===== config.mk =====
export PLATFORM = sky130hd
export DESIGN_NAME = platform_base
export DESIGN_NICKNAME = d
export VERILOG_FILES = /design/src/common/base_video_pkg.sv /design/src/common/base_cfg_pkg.sv /design/src/logic/platform_base.sv /design/src/logic/pcm_dac.sv /design/src/video/video_osd_mix.sv /design/src/spi_io/spi_io_cmd.sv /design/src/spi_io/spi_io_rx.sv
export SDC_FILE = /design/constraint.sdc
export NUM_CORES = 1
export LEC_CHECK = 0
export ABC_AREA = 1
export BUFFER_PORTS_ARGS = -buffer_cell sky130_fd_sc_hd__buf_2
export CAP_MARGIN = 20
export CORE_UTILIZATION = 45
export CTS_BUF_LIST = sky130_fd_sc_hd__clkbuf_4 sky130_fd_sc_hd__clkbuf_8 sky130_fd_sc_hd__clkbuf_16
export CTS_CLUSTER_SIZE = 24
export DETAILED_ROUTE_END_ITERATION = 10
export HOLD_SLACK_MARGIN = 0.12
export MAX_ROUTING_LAYER = met4
export PLACE_DENSITY = 0.75
export SYNTH_ARGS = -nofsm -noshare
export SYNTH_HDL_FRONTEND = slang
export SYNTH_SLANG_ARGS = --single-unit

===== constraint.sdc =====
create_clock -name clk_sys_i -period 1.8 [get_ports clk_sys_i]
set_input_delay 0.09 -clock clk_sys_i [delete_from_list [all_inputs] [get_ports clk_sys_i]]
set_output_delay 0.09 -clock clk_sys_i [all_outputs]
set_load 0.02 [all_outputs]

===== src/common/base_video_pkg.sv =====
`default_nettype none

package base_video_pkg;

    // Colour depth of the game and of the board DAC
    localparam int GAME_COLOR_W = 4;
    localparam int OUT_COLOR_W  = 6;

    // Pixel and line counter width
    localparam int POS_W = 10;

    typedef logic [GAME_COLOR_W-1:0] game_color_t;
    typedef logic [OUT_COLOR_W-1:0]  out_color_t;
    typedef logic [POS_W-1:0]        pos_t;

    // Pixel as produced by the game core
    typedef struct packed {
        game_color_t r;
        game_color_t g;
        game_color_t b;
        logic        hs;
        logic        vs;
    } game_pixel_t;

    // Pixel as driven to the board
    typedef struct packed {
        out_color_t r;
        out_color_t g;
        out_color_t b;
        logic       hsync;
        logic       vsync;
    } video_out_t;

    // OSD window, bounds included
    localparam pos_t OSD_X0 = 10'd16;
    localparam pos_t OSD_X1 = 10'd47;
    localparam pos_t OSD_Y0 = 10'd8;
    localparam pos_t OSD_Y1 = 10'd23;

endpackage

`default_nettype wire


===== src/common/base_cfg_pkg.sv =====
`default_nettype none

package base_cfg_pkg;

    // One byte as it arrives on the SPI link
    typedef logic [7:0] spi_byte_t;

    // Status and joystick words
    typedef logic [31:0] cfg_word_t;

    // ROM download address
    typedef logic [24:0] rom_addr_t;

    // Command codes on the IO select
    localparam spi_byte_t CMD_JOY0   = 8'h01;
    localparam spi_byte_t CMD_JOY1   = 8'h02;
    localparam spi_byte_t CMD_STATUS = 8'h1E;
    localparam spi_byte_t CMD_VIDEO  = 8'h04;

    // Data bytes after a word command, LSB first
    localparam int CFG_WORD_BYTES = 4;

    // Low two bits of the byte after CMD_VIDEO
    // Bit 0 enables the OSD, bit 1 selects composite sync
    typedef struct packed {
        logic csync_en;
        logic osd_en;
    } video_cfg_t;

    // Byte write towards the ROM loader
    typedef struct packed {
        rom_addr_t addr;
        spi_byte_t data;
        logic      wr;
    } rom_wr_t;

endpackage

`default_nettype wire

===== src/logic/platform_base.sv =====
`default_nettype none
`timescale 1ns/1ns

module platform_base (
    input  logic                        clk_sys_i,
    input  logic                        arst_n_i,
    input  logic                        spi_sck_i,
    input  logic                        spi_di_i,
    input  logic                        spi_ss_io_n_i,
    input  logic                        spi_ss_data_n_i,
    input  logic                        pxl_cen_i,
    input  base_video_pkg::game_pixel_t game_pixel_i,
    input  logic [15:0]                 snd_left_i,
    input  logic [15:0]                 snd_right_i,
    output base_video_pkg::video_out_t  video_o,
    output logic                        osd_shown_o,
    output base_cfg_pkg::cfg_word_t     status_o,
    output base_cfg_pkg::cfg_word_t     joystick0_o,
    output base_cfg_pkg::cfg_word_t     joystick1_o,
    output base_cfg_pkg::rom_wr_t       rom_wr_o,
    output logic                        downloading_o,
    output logic                        snd_pwm_left_o,
    output logic                        snd_pwm_right_o
);

    import base_cfg_pkg::*;

    spi_byte_t  rx_byte;
    logic       rx_valid;
    logic       rx_data_chan;
    logic       rx_frame_start;
    logic       rx_data_active;
    video_cfg_t video_cfg;

    spi_io_rx u_spi_rx (
        .clk_sys_i       ( clk_sys_i       ),
        .arst_n_i        ( arst_n_i        ),
        .spi_sck_i       ( spi_sck_i       ),
        .spi_di_i        ( spi_di_i        ),
        .spi_ss_io_n_i   ( spi_ss_io_n_i   ),
        .spi_ss_data_n_i ( spi_ss_data_n_i ),
        .byte_o          ( rx_byte         ),
        .byte_valid_o    ( rx_valid        ),
        .data_chan_o     ( rx_data_chan    ),
        .frame_start_o   ( rx_frame_start  ),
        .data_active_o   ( rx_data_active  )
    );

    spi_io_cmd u_spi_cmd (
        .clk_sys_i       ( clk_sys_i       ),
        .arst_n_i        ( arst_n_i        ),
        .byte_i          ( rx_byte         ),
        .byte_valid_i    ( rx_valid        ),
        .data_chan_i     ( rx_data_chan    ),
        .frame_start_i   ( rx_frame_start  ),
        .data_active_i   ( rx_data_active  ),
        .status_o        ( status_o        ),
        .joystick0_o     ( joystick0_o     ),
        .joystick1_o     ( joystick1_o     ),
        .video_cfg_o     ( video_cfg       ),
        .rom_wr_o        ( rom_wr_o        ),
        .downloading_o   ( downloading_o   )
    );

    video_osd_mix u_video_mix (
        .clk_sys_i       ( clk_sys_i       ),
        .arst_n_i        ( arst_n_i        ),
        .pxl_cen_i       ( pxl_cen_i       ),
        .pixel_i         ( game_pixel_i    ),
        .video_cfg_i     ( video_cfg       ),
        .video_o         ( video_o         ),
        .osd_shown_o     ( osd_shown_o     )
    );

    // Stereo, signed samples from the game
    pcm_dac #(.SIGNED_SND(1'b1)) u_dac_left (
        .clk_sys_i       ( clk_sys_i       ),
        .arst_n_i        ( arst_n_i        ),
        .pcm_i           ( snd_left_i      ),
        .pwm_o           ( snd_pwm_left_o  )
    );

    pcm_dac #(.SIGNED_SND(1'b1)) u_dac_right (
        .clk_sys_i       ( clk_sys_i       ),
        .arst_n_i        ( arst_n_i        ),
        .pcm_i           ( snd_right_i     ),
        .pwm_o           ( snd_pwm_right_o )
    );

endmodule

`default_nettype wire


===== src/logic/pcm_dac.sv =====
`default_nettype none
`timescale 1ns/1ns

module pcm_dac #(
    parameter bit SIGNED_SND = 1'b0
) (
    input  logic        clk_sys_i,
    input  logic        arst_n_i,
    input  logic [15:0] pcm_i,
    output logic        pwm_o
);

    logic [15:0] pcm_ofs;
    logic [15:0] acc;
    logic [16:0] sum;

    // Signed samples become offset binary
    assign pcm_ofs = {pcm_i[15] ^ SIGNED_SND, pcm_i[14:0]};

    assign sum = {1'b0, acc} + {1'b0, pcm_ofs};

    // The carry out is the density-modulated bit
    always_ff @(posedge clk_sys_i or negedge arst_n_i) begin
        if (!arst_n_i) begin
            acc   <= '0;
            pwm_o <= 1'b0;
        end else begin
            acc   <= sum[15:0];
            pwm_o <= sum[16];
        end
    end

endmodule

`default_nettype wire


===== src/video/video_osd_mix.sv =====
`default_nettype none
`timescale 1ns/1ns

module video_osd_mix (
    input  logic                       clk_sys_i,
    input  logic                       arst_n_i,
    input  logic                       pxl_cen_i,
    input  base_video_pkg::game_pixel_t pixel_i,
    input  base_cfg_pkg::video_cfg_t   video_cfg_i,
    output base_video_pkg::video_out_t video_o,
    output logic                       osd_shown_o
);

    import base_video_pkg::*;

    pos_t       px_cnt;
    pos_t       ln_cnt;
    logic       hs_q;
    logic       hs_rise;
    logic       in_win;
    logic       osd_on;
    out_color_t r_w;
    out_color_t g_w;
    out_color_t b_w;
    out_color_t r_mix;
    out_color_t g_mix;
    out_color_t b_mix;

    // Top bits repeated below to fill the DAC range
    function automatic out_color_t widen(input game_color_t c);
        return {c, c[GAME_COLOR_W-1 -: (OUT_COLOR_W - GAME_COLOR_W)]};
    endfunction

    assign hs_rise = pixel_i.hs & ~hs_q;

    // Position counters
    always_ff @(posedge clk_sys_i or negedge arst_n_i) begin
        if (!arst_n_i) begin
            px_cnt <= '0;
            ln_cnt <= '0;
            hs_q   <= 1'b0;
        end else begin
            hs_q <= pixel_i.hs;
            if (pixel_i.hs) begin
                px_cnt <= '0;
            end else if (pxl_cen_i) begin
                px_cnt <= px_cnt + 1'b1;
            end
            if (pixel_i.vs) begin
                ln_cnt <= '0;
            end else if (hs_rise) begin
                ln_cnt <= ln_cnt + 1'b1;
            end
        end
    end

    always_comb begin
        in_win = (px_cnt >= OSD_X0) && (px_cnt <= OSD_X1) &&
                 (ln_cnt >= OSD_Y0) && (ln_cnt <= OSD_Y1);
        osd_on = video_cfg_i.osd_en & in_win;
        r_w    = widen(pixel_i.r);
        g_w    = widen(pixel_i.g);
        b_w    = widen(pixel_i.b);
        if (osd_on) begin
            // Dimmed game picture with a blue tint
            r_mix = r_w >> 1;
            g_mix = g_w >> 1;
            b_mix = (b_w >> 1) + 6'h20;
        end else begin
            r_mix = r_w;
            g_mix = g_w;
            b_mix = b_w;
        end
    end

    always_ff @(posedge clk_sys_i or negedge arst_n_i) begin
        if (!arst_n_i) begin
            video_o     <= '0;
            osd_shown_o <= 1'b0;
        end else begin
            video_o.r   <= r_mix;
            video_o.g   <= g_mix;
            video_o.b   <= b_mix;
            osd_shown_o <= osd_on;
            if (video_cfg_i.csync_en) begin
                // SCART cables want composite sync on HS and VS tied high
                video_o.hsync <= ~(pixel_i.hs ^ pixel_i.vs);
                video_o.vsync <= 1'b1;
            end else begin
                video_o.hsync <= pixel_i.hs;
                video_o.vsync <= pixel_i.vs;
            end
        end
    end

endmodule

`default_nettype wire


===== src/spi_io/spi_io_cmd.sv =====
`default_nettype none
`timescale 1ns/1ns

module spi_io_cmd (
    input  logic                     clk_sys_i,
    input  logic                     arst_n_i,
    input  base_cfg_pkg::spi_byte_t  byte_i,
    input  logic                     byte_valid_i,
    input  logic                     data_chan_i,
    input  logic                     frame_start_i,
    input  logic                     data_active_i,
    output base_cfg_pkg::cfg_word_t  status_o,
    output base_cfg_pkg::cfg_word_t  joystick0_o,
    output base_cfg_pkg::cfg_word_t  joystick1_o,
    output base_cfg_pkg::video_cfg_t video_cfg_o,
    output base_cfg_pkg::rom_wr_t    rom_wr_o,
    output logic                     downloading_o
);

    import base_cfg_pkg::*;

    typedef enum logic [1:0] {
        CMD,
        DATA,
        IGNORE
    } cmd_state_t;

    cmd_state_t state;
    spi_byte_t  cmd_q;
    logic [1:0] byte_cnt;
    logic [23:0] shadow_q;
    cfg_word_t  word_next;
    rom_addr_t  next_addr;
    logic       cfg_byte;
    logic       dl_byte;

    assign cfg_byte  = byte_valid_i & ~data_chan_i;
    assign dl_byte   = byte_valid_i & data_chan_i;

    // Completed word once the last data byte is in
    assign word_next = {byte_i, shadow_q};

    // Words come in LSB first so they shift in from the top
    always_ff @(posedge clk_sys_i or negedge arst_n_i) begin
        if (!arst_n_i) begin
            shadow_q <= '0;
        end else if (cfg_byte && state == DATA) begin
            shadow_q <= {byte_i, shadow_q[23:8]};
        end
    end

    always_ff @(posedge clk_sys_i or negedge arst_n_i) begin
        if (!arst_n_i) begin
            state       <= CMD;
            cmd_q       <= '0;
            byte_cnt    <= '0;
            status_o    <= '0;
            joystick0_o <= '0;
            joystick1_o <= '0;
            video_cfg_o <= '0;
        end else if (frame_start_i) begin
            state    <= CMD;
            byte_cnt <= '0;
        end else if (cfg_byte) begin
            case (state)
                CMD: begin
                    cmd_q    <= byte_i;
                    byte_cnt <= '0;
                    case (byte_i)
                        CMD_JOY0, CMD_JOY1, CMD_STATUS, CMD_VIDEO: state <= DATA;
                        default: state <= IGNORE;
                    endcase
                end
                DATA: begin
                    byte_cnt <= byte_cnt + 2'd1;
                    if (cmd_q == CMD_VIDEO) begin
                        video_cfg_o <= video_cfg_t'(byte_i[1:0]);
                        state       <= IGNORE;
                    end else if (byte_cnt == 2'(CFG_WORD_BYTES - 1)) begin
                        case (cmd_q)
                            CMD_STATUS: status_o    <= word_next;
                            CMD_JOY0:   joystick0_o <= word_next;
                            CMD_JOY1:   joystick1_o <= word_next;
                            default:    ;
                        endcase
                        state <= IGNORE;
                    end
                end
                default: ;
            endcase
        end
    end

    // ROM download stream, one strobe per byte
    always_ff @(posedge clk_sys_i or negedge arst_n_i) begin
        if (!arst_n_i) begin
            next_addr     <= '0;
            rom_wr_o      <= '0;
            downloading_o <= 1'b0;
        end else begin
            downloading_o <= data_active_i;
            rom_wr_o.wr   <= 1'b0;
            if (frame_start_i) begin
                next_addr <= '0;
            end else if (dl_byte) begin
                rom_wr_o.addr <= next_addr;
                rom_wr_o.data <= byte_i;
                rom_wr_o.wr   <= 1'b1;
                next_addr     <= next_addr + 25'd1;
            end
        end
    end

endmodule

`default_nettype wire


===== src/spi_io/spi_io_rx.sv =====
`default_nettype none
`timescale 1ns/1ns

module spi_io_rx (
    input  logic                  clk_sys_i,
    input  logic                  arst_n_i,
    input  logic                  spi_sck_i,
    input  logic                  spi_di_i,
    input  logic                  spi_ss_io_n_i,
    input  logic                  spi_ss_data_n_i,
    output base_cfg_pkg::spi_byte_t byte_o,
    output logic                  byte_valid_o,
    output logic                  data_chan_o,
    output logic                  frame_start_o,
    output logic                  data_active_o
);

    // Two-flop synchronisers, index 1 is the safe output
    logic [1:0] sck_sync;
    logic [1:0] di_sync;
    logic [1:0] ss_io_sync;
    logic [1:0] ss_data_sync;

    // Previous synchronised values for edge detection
    logic sck_q;
    logic ss_io_q;
    logic ss_data_q;

    logic sck_rise;
    logic ss_edge;
    logic ss_fall;
    logic sel_active;

    logic [6:0] shift_q;
    logic [2:0] bit_cnt;

    assign sck_rise   = sck_sync[1] & ~sck_q;
    assign ss_edge    = (ss_io_sync[1] ^ ss_io_q) | (ss_data_sync[1] ^ ss_data_q);
    assign ss_fall    = (~ss_io_sync[1] & ss_io_q) | (~ss_data_sync[1] & ss_data_q);
    assign sel_active = ~ss_io_sync[1] | ~ss_data_sync[1];

    always_ff @(posedge clk_sys_i or negedge arst_n_i) begin
        if (!arst_n_i) begin
            sck_sync     <= '0;
            di_sync      <= '0;
            // Selects idle high
            ss_io_sync   <= '1;
            ss_data_sync <= '1;
            sck_q        <= 1'b0;
            ss_io_q      <= 1'b1;
            ss_data_q    <= 1'b1;
        end else begin
            sck_sync     <= {sck_sync[0], spi_sck_i};
            di_sync      <= {di_sync[0], spi_di_i};
            ss_io_sync   <= {ss_io_sync[0], spi_ss_io_n_i};
            ss_data_sync <= {ss_data_sync[0], spi_ss_data_n_i};
            sck_q        <= sck_sync[1];
            ss_io_q      <= ss_io_sync[1];
            ss_data_q    <= ss_data_sync[1];
        end
    end

    // MSB first byte assembly
    always_ff @(posedge clk_sys_i or negedge arst_n_i) begin
        if (!arst_n_i) begin
            shift_q       <= '0;
            bit_cnt       <= '0;
            byte_o        <= '0;
            byte_valid_o  <= 1'b0;
            data_chan_o   <= 1'b0;
            frame_start_o <= 1'b0;
            data_active_o <= 1'b0;
        end else begin
            byte_valid_o  <= 1'b0;
            frame_start_o <= ss_fall;
            data_active_o <= ~ss_data_sync[1];
            if (ss_edge) begin
                bit_cnt <= '0;
            end else if (sck_rise && sel_active) begin
                shift_q <= {shift_q[5:0], di_sync[1]};
                bit_cnt <= bit_cnt + 3'd1;
                if (bit_cnt == 3'd7) begin
                    byte_o       <= {shift_q, di_sync[1]};
                    byte_valid_o <= 1'b1;
                    data_chan_o  <= ~ss_data_sync[1];
                end
            end
        end
    end

endmodule

`default_nettype wire


# Yosys cells after proc, flatten, opt, wreduce, memory -nomap -nowiden
# Cells that the tools add are included.
[op_classes]
reduce_logical = 23
mux = 26
bitwise_logic = 24
magnitude_cmp = 4
eq_ne = 12
add_sub_neg = 8
[ops]
columns = ["operator", "n"]
rows = [
  ["$mux 25", 2],
  ["$mux 10", 4],
  ["$add 16x16->17", 2],
  ["$add 25x1->25 const B", 1],
  ["$add 10x1->10 const B", 2],
  ["$mux 6", 3],
  ["$reduce_and 6->1", 3],
  ["$eq 8x1->1 const B", 2],
  ["$eq 8x2->1 const B", 2],
  ["$eq 8x3->1 const B", 2],
  ["$eq 8x5->1 const B", 2],
  ["$mux 2", 8],
  ["$not 1->1", 11],
  ["$ge 10x4->1 const B", 1],
  ["$ge 10x5->1 const B", 1],
  ["$le 10x5->1 const B", 1],
  ["$le 10x6->1 const B", 1],
  ["$reduce_bool 2->1", 5],
  ["$reduce_and 3->1", 3],
  ["$pmux 2 s2", 2],
  ["$and 1x1->1", 7],
  ["$add 5x6->6 const B", 1],
  ["$mux 3", 2],
  ["$reduce_and 2->1", 3],
  ["14 further kinds", 26],
]
[word_totals]
word_cells = 138
in_bits = 53
output_inout_bits = 154
register_bits = 303

# Longest topological paths before layout
# Gate-level depths: netlist of the first run.
[logic_depth]
word_depth = 6
mapped_depth = 11
mapped_depth_nobuf = 11

# By module
# A second synthesis of the first run with hierarchy kept.
[unflattened]
hier_cells = 1703
hier_area_um2 = 14164.8
[modules_own_cells]
columns = ["mod", "cells_each", "n_inst", "area_each_um2", "seq_area_each_um2"]
rows = [
  ["spi_io_cmd", 939, 1, 8065.2, 4854.7],
  ["video_osd_mix", 243, 1, 1978.1, 975.9],
  ["pcm_dac at u_dac_right", 203, 1, 1408.9, 425.4],
  ["pcm_dac at u_dac_left", 202, 1, 1402.6, 425.4],
  ["spi_io_rx", 116, 1, 1310.0, 833.3],
]

# Worst setup path before layout of the first run
# Ideal clock, no wire load.
[synth_path]
path_kind = "reg-to-reg"
from = "register u_spi_rx.ss_data_sync[1]"
to = "register u_spi_rx.byte_o[5]"
arrival_ns = 1.674
period_less_slack_ns = 1.804
setup_time_ns = 0.130
n_path_buf = 1
path_slack_ns = -0.004
stages_incl_launch_ff = 9
path_cell_list = "dfstp_2 > inv_1 > ha_1 > nand2_1 > nor2_2 > nand2_1 > clkbuf_1 > nand2_1 > o21ai_1"
[synth_between]
elab_chain_cells = 4
[synth_lines]
columns = ["item", "line_no", "text"]
rows = [
  ["from (decl)", "spi_io_rx.sv:22", "logic [1:0] ss_data_sync;"],
  ["from (signal assigned)", "spi_io_rx.sv:56", "ss_data_sync <= {ss_data_sync[0], spi_ss_data_n_i};"],
  ["$xor 1x1->1 or $not 1->1 (tied branches)", "spi_io_rx.sv:38, spi_io_rx.sv:40", ""],
  ["$or 1x1->1 (on tied branches)", "spi_io_rx.sv:38, spi_io_rx.sv:40", ""],
  ["$not 1->1 (no line) or $logic_and 1x1->1 (tied branches)", "--", ""],
  ["$reduce_and 3->1 (no line) (*)", "--", ""],
  ["to (signal assigned)", "spi_io_rx.sv:83", "byte_o <= {shift_q, di_sync[1]};"],
  ["to (decl)", "spi_io_rx.sv:11", "output base_cfg_pkg::spi_byte_t byte_o,"],
]
# Every way passes the cells marked *; elsewhere a longest branch is shown, timed or not.
# A chain may end at the register's enable or synchronous reset.

# Worst setup path after layout of the first run
[layout_path]
from = "register u_dac_right.acc[0]"
to = "register u_dac_right.pwm_o"
[layout_between]
elab_chain_cells = 1
[layout_lines]
columns = ["item", "line_no", "text"]
rows = [
  ["from (decl)", "pcm_dac.sv:14", "logic [15:0] acc;"],
  ["from (signal assigned)", "pcm_dac.sv:28", "acc <= sum[15:0];"],
  ["$add 16x16->17", "pcm_dac.sv:20", "assign sum = {1'b0, acc} + {1'b0, pcm_ofs};"],
  ["via u_dac_right.sum[16]", "pcm_dac.sv:15", "logic [16:0] sum;"],
  ["to (signal assigned)", "pcm_dac.sv:29", "pwm_o <= sum[16];"],
  ["to (decl)", "pcm_dac.sv:10", "output logic pwm_o"],
]
# The timed path passes the listed nets, and every way through them passes these cells.

==> results.toml, run 1 <==
[cts]
cts_buffer_depth = 3
clkSinkCount = 300
clk_transition_reported_paths_ns = 0.06
cts-htree-levels = 2
cts_tree = "built"
cts_inserted_buffers = 34
master_cell_of_the_clock_root_buffer = "clkbuf_16"
clock_insertion_delay_worst_skew_ns = 0.50

[placement]
place_inst = 2129
gp_congestion = 0.896
place_hpwl_um = 23100
buffer_ports.inserted = 206

[synth]
synth_largest_area_cell = "dfrtp_1"
top_cells_by_area_in_the_synthesized_netlist = "dfrtp_1 55%, nand2_1 14%, inv_1 4.3%"
ys_seq_elements = 300
synth_top_cell_area_share = 0.551
synth-async-reset-ratio = 1.00
yosysUniqueCellTypes = 40
postSynthAreaPerCell_sq_um = 8.61
synth_xor_area_frac = 0.00984
netlist_instances = 1550
postSynth.topFlopCell = "dfrtp_1"
synth_enable_flop_cells = 0
synthAdderAreaFrac = 0.0424
synth_warnings = 0
synth_top_family_by_area = "simple AND/OR/NAND/NOR gates"
yosysSeqAreaShare = 0.563
netlist_area_sq_um = 13300
synth_simple_gate_area_share = 0.235
compound_cell_area_share_of_the_yosys_netlist = 0.0891
synth.area.mux_share = 0
synth_fp_nets = 1647

[power_and_ir_drop]
power.density_nw_per_um2 = 1100
p_switching_uw = 5220
ir_worst_vdd_mv = 1.03
p_int_uw = 13200
cellLeakagePower_uw = 0.00860
post-layout-total-power_uw = 18400
combinationalPowerShare = 0.204
switching_share = 0.284
clockPowerShare = 0.387
pwr-share-seq = 0.408

[drt]
drc = 0
first_iter_violations = 743
wl_per_cell_um = 14.5
via_count = 11255
dr.pass1.iters = 5
wirelength_um = 32500
post_drt_via_cell_ratio = 5.02
antenna_left = 0

[global_route]
antenna_found_initial = 0
overflow = 0
vias_in_the_first_global_route = 11060
globalRouteTotalUtil = 0.226
largest_net_degree_at_the_start_of_global_routing = 58
first_pass_grt_wire_length_um = 54200

[floorplan]
core-area_sq_um = 28900
dieHeight_um = 174
ioPinCount = 207
die_outline_area_sq_um = 30400
core.rowCount = 62
start_util = 0.461
die_w_um = 174

[outcome]
outcome = "finished, final reports clean"

[worst_setup_path]
required_arrival_time_at_the_worst_endpoint_ns = 2.17
worstReg2RegEnd = "u_dac_right.pwm_o"
rrSetupSlack_ns = 0.1
reg2regPathDepth = 9
worst-setup-path-type = "reg2reg"
startpoint_type = "flip-flop"
critical-path-slowest-cell = "dfrtp_1"
cp_slowest_stage_delay_ns = 0.36
series_of_cell_instances_along_the_critical_path = "ha_1 -> fa_2 -> nand2_1 -> nand2_1 -> and2_1 -> nand3_2 -> nand3_1 -> nand2_1 -> nand2_1"
setup.worst_path.end_class = "flip-flop"
cp.arrival_ns = 2.08
critical_path.reg2reg.startpoint = "u_dac_right.acc[0]"
cpMostUsedCell = "nand2_1"
critical_path.max_fanout = 2

[timing]
clock.fmax_mhz = 587
grt_setup_unrepaired = "true"
finalSetupViolations = 0
setup_total_negative_slack_ns = 0
worst_slew_pin_slew_ns = 0.489
timing.final.hold_violations = 0
layout_worst_path_cycle_share = 0.946
clk_skew_ns = 0.0107
finalMaxSlewViolations = 0
finalCriticalPeriod_ns = 1.70
maxSlewHeadroom = 0.671
fin_worst_hold_slack_ns = 0.104

[flow_run]
drv.max_cap_violation_count = 0

[finish]
final_core_util = 0.578
antenna_cells_inserted = 0
area_delta_synth_final_pct = 25.3
drive_above_1_share = 0.181
nNetsFinal = 1932
final-instance-count-excl-fill = 2243

[min_path]
holdCritPathClass = "in2async"
cell usage after synthesis, drive strengths merged, types with 14 or more instances:
master and n:
nor2 97, o21ai 175, ha 42, clkbuf 20
nand2 490, nor3 23, inv 162, buf 24
dfrtp 294, nand4 18, nand3 109, xor2 14
a21oi 41
worst max-delay path by stage:
stage,startpoint,end,slack [ns],cells after the start
final,u_dac_right.acc[0],u_dac_right.pwm_o,0.1,9
after global routing,u_dac_right.acc[0],u_dac_right.pwm_o,-0.01,9
after CTS,u_dac_right.acc[0],u_dac_right.pwm_o,0.06,9
after detailed placement,u_dac_right.acc[0],u_dac_right.pwm_o,0.07,9
after global placement,u_dac_right.acc[0],u_dac_right.pwm_o,0.11,9
after floorplan,u_spi_rx.ss_data_sync[1],u_spi_rx.byte_o[5],0.06,8
cell families (layout without fill, tap and decap cells):
family | count (synthesis) | in the layout
compound gates | 230 | 230
xor+xnor | 15 | 15
fa+ha+maj | 44 | 44
buf+inv | 207 | 516
flops | 300 | 300
simple gates | 754 | 754
placed cells by master (no fill, tap or decap), types with 9 or more instances in the layout:
cell           instances
nand2_1              485
dfrtp_1              294
buf_2                205
inv_1                153
nand3_1              108
o21ai_1              100
nor2_1                92
o21ai_0               75
dlygate4sd3_1         52
ha_1                  42
a21oi_1               40
clkbuf_16             35
buf_4                 29
nor3_1                20
nand4_1               18
xor2_1                14
inv_2                  9
routing by layer:
metal  track usage  vias to the layer above  part of all wire
met5             -                        -                 0
met1         0.292                     5338              0.44
met3        0.0411                       50             0.063
met2         0.361                      306              0.47
met4        0.0735                        0             0.025
li1              -                     5561                 -
power groups by stage:
stage          combinational, uW  sequential, uW  clock, uW
6_report                    3760            7510       7130
3_5_place_dp                3600            7620          0
3_3_place_gp                3490            7610          0
5_1_grt                     4320            7560       7590
4_1_cts                     3700            7510       7290
2_1_floorplan               2670            7610          0
state kept, by name (all words and copies together), names as in the netlist, 7 cells and up:
| register | count |
|---|---|
| u_spi_cmd.rom_wr_o | 34 |
| u_spi_cmd.joystick0_o | 32 |
| u_spi_cmd.joystick1_o | 32 |
| u_spi_cmd.status_o | 32 |
| u_spi_cmd.next_addr | 25 |
| u_spi_cmd.shadow_q | 24 |
| u_video_mix.video_o | 17 |
| u_dac_left.acc | 16 |
| u_dac_right.acc | 16 |
| u_video_mix.ln_cnt | 10 |
| u_video_mix.px_cnt | 10 |
| u_spi_cmd.cmd_q | 8 |
| u_spi_rx.byte_o | 8 |
| u_spi_rx.shift_q | 7 |
critical path, delay by kind of cell (launching register included):
| kind | cells | cell delay (ns) |
|---|---|---|
| adder cells (fa/ha/maj) | 2 | 0.56 |
| AND/OR/NAND/NOR | 7 | 0.64 |
| flip-flops | 1 | 0.36 |
cell type report:
| cell class | count | area, sq um |
|---|---|---|
| Multi-Input combinational cell | 1043 | 5050 |
| Sequential cell | 300 | 7510 |
| Fill cell | 2493 | 12200 |
| Clock buffer | 51 | 1050 |
| Tap cell | 384 | 480 |
| Timing Repair Buffer | 293 | 1890 |
| Clock inverter | 9 | 130 |
| Inverter | 163 | 612 |
through the flow:
stage                     setup WS [ns]  instance area, sq um
after floorplan                  0.0649                 13400
after global placement            0.108                 15000
after detailed placement         0.0744                 15000
after CTS                        0.0640                 16700
after global routing            -0.0107                 16700
final                            0.0975                 16700
timing repair:
item	in CTS	in global routing
hold endpoints to repair	367	0
setup endpoints to repair	0	41
buffers inserted	0	2
resized for setup	0	8
hold buffers	52	0
Power figures use the tool's default switching activity.
==> inputs of run 2 (changes only) <==
REMOVE_ABC_BUFFERS = 1   (was default)
==> results.toml, run 2 (same netlist as run 1, synthesis figures left out) <==
[placement]
buffer_ports.inserted = 206
placedInstanceArea_sq_um = 15000
gp_congestion = 0.962
place_hpwl_um = 22500
place_inst = 2125

[power_and_ir_drop]
power.density_nw_per_um2 = 1110
ir_worst_vdd_mv = 0.844
post-layout-total-power_uw = 18600
cellLeakagePower_uw = 0.00860

[finish]
fin_area_sq_um = 16800
fill_cells = 2515
antenna_cells_inserted = 0
largest_register_ff_count = 34
mostFrequentLayoutCells = "484 x nand2_1, 294 x dfrtp_1, 205 x buf_2"
area_used_by_multi_input_combinational_logic_sq_um = 5040
area_delta_synth_final_pct = 25.5
largest_register = "u_spi_cmd.rom_wr_o"
final_common_cell = "nand2_1"
drive_above_1_share = 0.179
final-instance-count-excl-fill = 2238
nNetsFinal = 1927
seq_area_sq_um = 7510

[global_route]
first_pass_grt_wire_length_um = 54300
antenna_found_initial = 0
globalRouteTotalUtil = 0.226
overflow = 0
vias_in_the_first_global_route = 10997
largest_net_degree_at_the_start_of_global_routing = 89

[worst_setup_path]
worstReg2RegEnd = "u_dac_left.pwm_o"
cp.arrival_ns = 2.10
reg2regPathDepth = 9
setup.worst_path.end_class = "flip-flop"
required_arrival_time_at_the_worst_endpoint_ns = 2.21
critical_path.max_fanout = 3
setup.worst_path.end = "u_dac_left.pwm_o"
rrSetupSlack_ns = 0.11
startpoint_type = "flip-flop"
crit_start = "u_dac_left.acc[0]"
worst-setup-path-type = "reg2reg"
critical_path.reg2reg.startpoint = "u_dac_left.acc[0]"

[timing]
finalCriticalPeriod_ns = 1.69
finalSetupViolations = 0
worst_slew_pin_slew_ns = 0.483
timing.final.hold_violations = 0
layout_worst_path_cycle_share = 0.941
clk_skew_ns = 0.0270
clock.fmax_mhz = 591
maxSlewHeadroom = 0.676
finalMaxSlewViolations = 0

[flow_run]
drv.max_cap_violation_count = 0

[cts]
master_cell_of_the_clock_root_buffer = "clkbuf_16"
cts-htree-levels = 2
cts_tree = "built"
cts_inserted_buffers = 34
cts_buffer_depth = 3
clkSinkCount = 300
clk_transition_reported_paths_ns = 0.06
clock_insertion_delay_worst_skew_ns = 0.53

[drt]
wirelength_um = 32700
via_count = 11306
first_iter_violations = 808
drc = 0
wl_per_cell_um = 14.6
dr.pass1.iters = 6
post_drt_via_cell_ratio = 5.05
antenna_left = 0

[floorplan]
die_outline_area_sq_um = 30400
ioPinCount = 207
core-area_sq_um = 28900
dieHeight_um = 174
start_util = 0.461
die_w_um = 174
core.rowCount = 62

[min_path]
holdCritPathClass = "in2reg"

[outcome]
outcome = "finished, final reports clean"
==> run 2: changes by cell type in the layout (fill, tap and decap cells not counted), sizes merged <==
cell,delta
dlygate4sd3,-1
clkbuf,-2
inv,+1
clkinvlp,+1
buf,-4
==> run 2: per-layer routing <==
layer	global-route usage	vias to the layer above	wire length [um]
met5	-	-	0
met4	0.0841	0	1100
met3	0.0442	75	1980
met2	0.352	351	15200
met1	0.292	5334	14400
li1	-	5546	-
==> run 2: where the power goes <==
part,leakage (uW),internal (uW),switching [uW]
combinational,0.00398,1470,2370
clock,0.000597,4470,2830
sequential,0.00403,7280,221
total,0.00860,13200,5420
==> run 2: critical path, stage by stage, from the launching register on <==
cell and delay [ns]:
dfrtp_1 0.37, ha_1 0.22, fa_2 0.37, nand2_1 0.07, nand2_1 0.07, and2_4 0.15, nand3_1 0.09, nand3_1 0.12
nand2_1 0.09, nand2_1 0.05
==> run 2: worst min-delay path by stage <==
stage | start | endpoint | slack (ns) | depth (start not counted)
CTS | snd_left_i[12] | u_dac_left.acc[12] | 0.14 | 4
global route | arst_n_i | u_dac_right.acc[2] | 0.19 | 3
detailed placement | arst_n_i | u_dac_right.acc[3] | -0.02 | 1
finish | snd_left_i[12] | u_dac_left.acc[12] | 0.16 | 4
global placement | arst_n_i | u_dac_right.acc[3] | -0.02 | 1
floorplan | arst_n_i | u_dac_left.acc[0] | -0.21 | 0
==> run 2: metrics by stage <==
step | util | setup TNS [ns] | hold slack (ns) | worst slack, ns
4_1_cts | 0.578 | 0 | 0.141 | 0.0203
2_1_floorplan | - | -75.68 | -0.206 | -1.04
5_1_grt | 0.579 | -0.00150 | 0.190 | -0.00150
3_3_place_gp | 0.518 | 0 | -0.0202 | 0.132
6_report | 0.579 | 0 | 0.164 | 0.107
3_5_place_dp | 0.518 | 0 | -0.0189 | 0.0410
==> run 2: final cells by class <==
cell class | count | area share
clock buffer | 49 | 0.0616
clock inverter | 11 | 0.0109
inverter | 163 | 0.0365
multi-input combinational | 1043 | 0.301
sequential | 300 | 0.449
tap | 384 | 0.0287
timing repair buffer | 288 | 0.112
==> run 2: repair_timing <==
| item | CTS | global route |
|---|---|---|
| endpoints found under the setup margin | 0 | 53 |
| hold buffers | 52 | 0 |
| setup buffers | 0 | 1 |
| hold endpoints to repair | 373 | 0 |
| resized for setup | 0 | 7 |
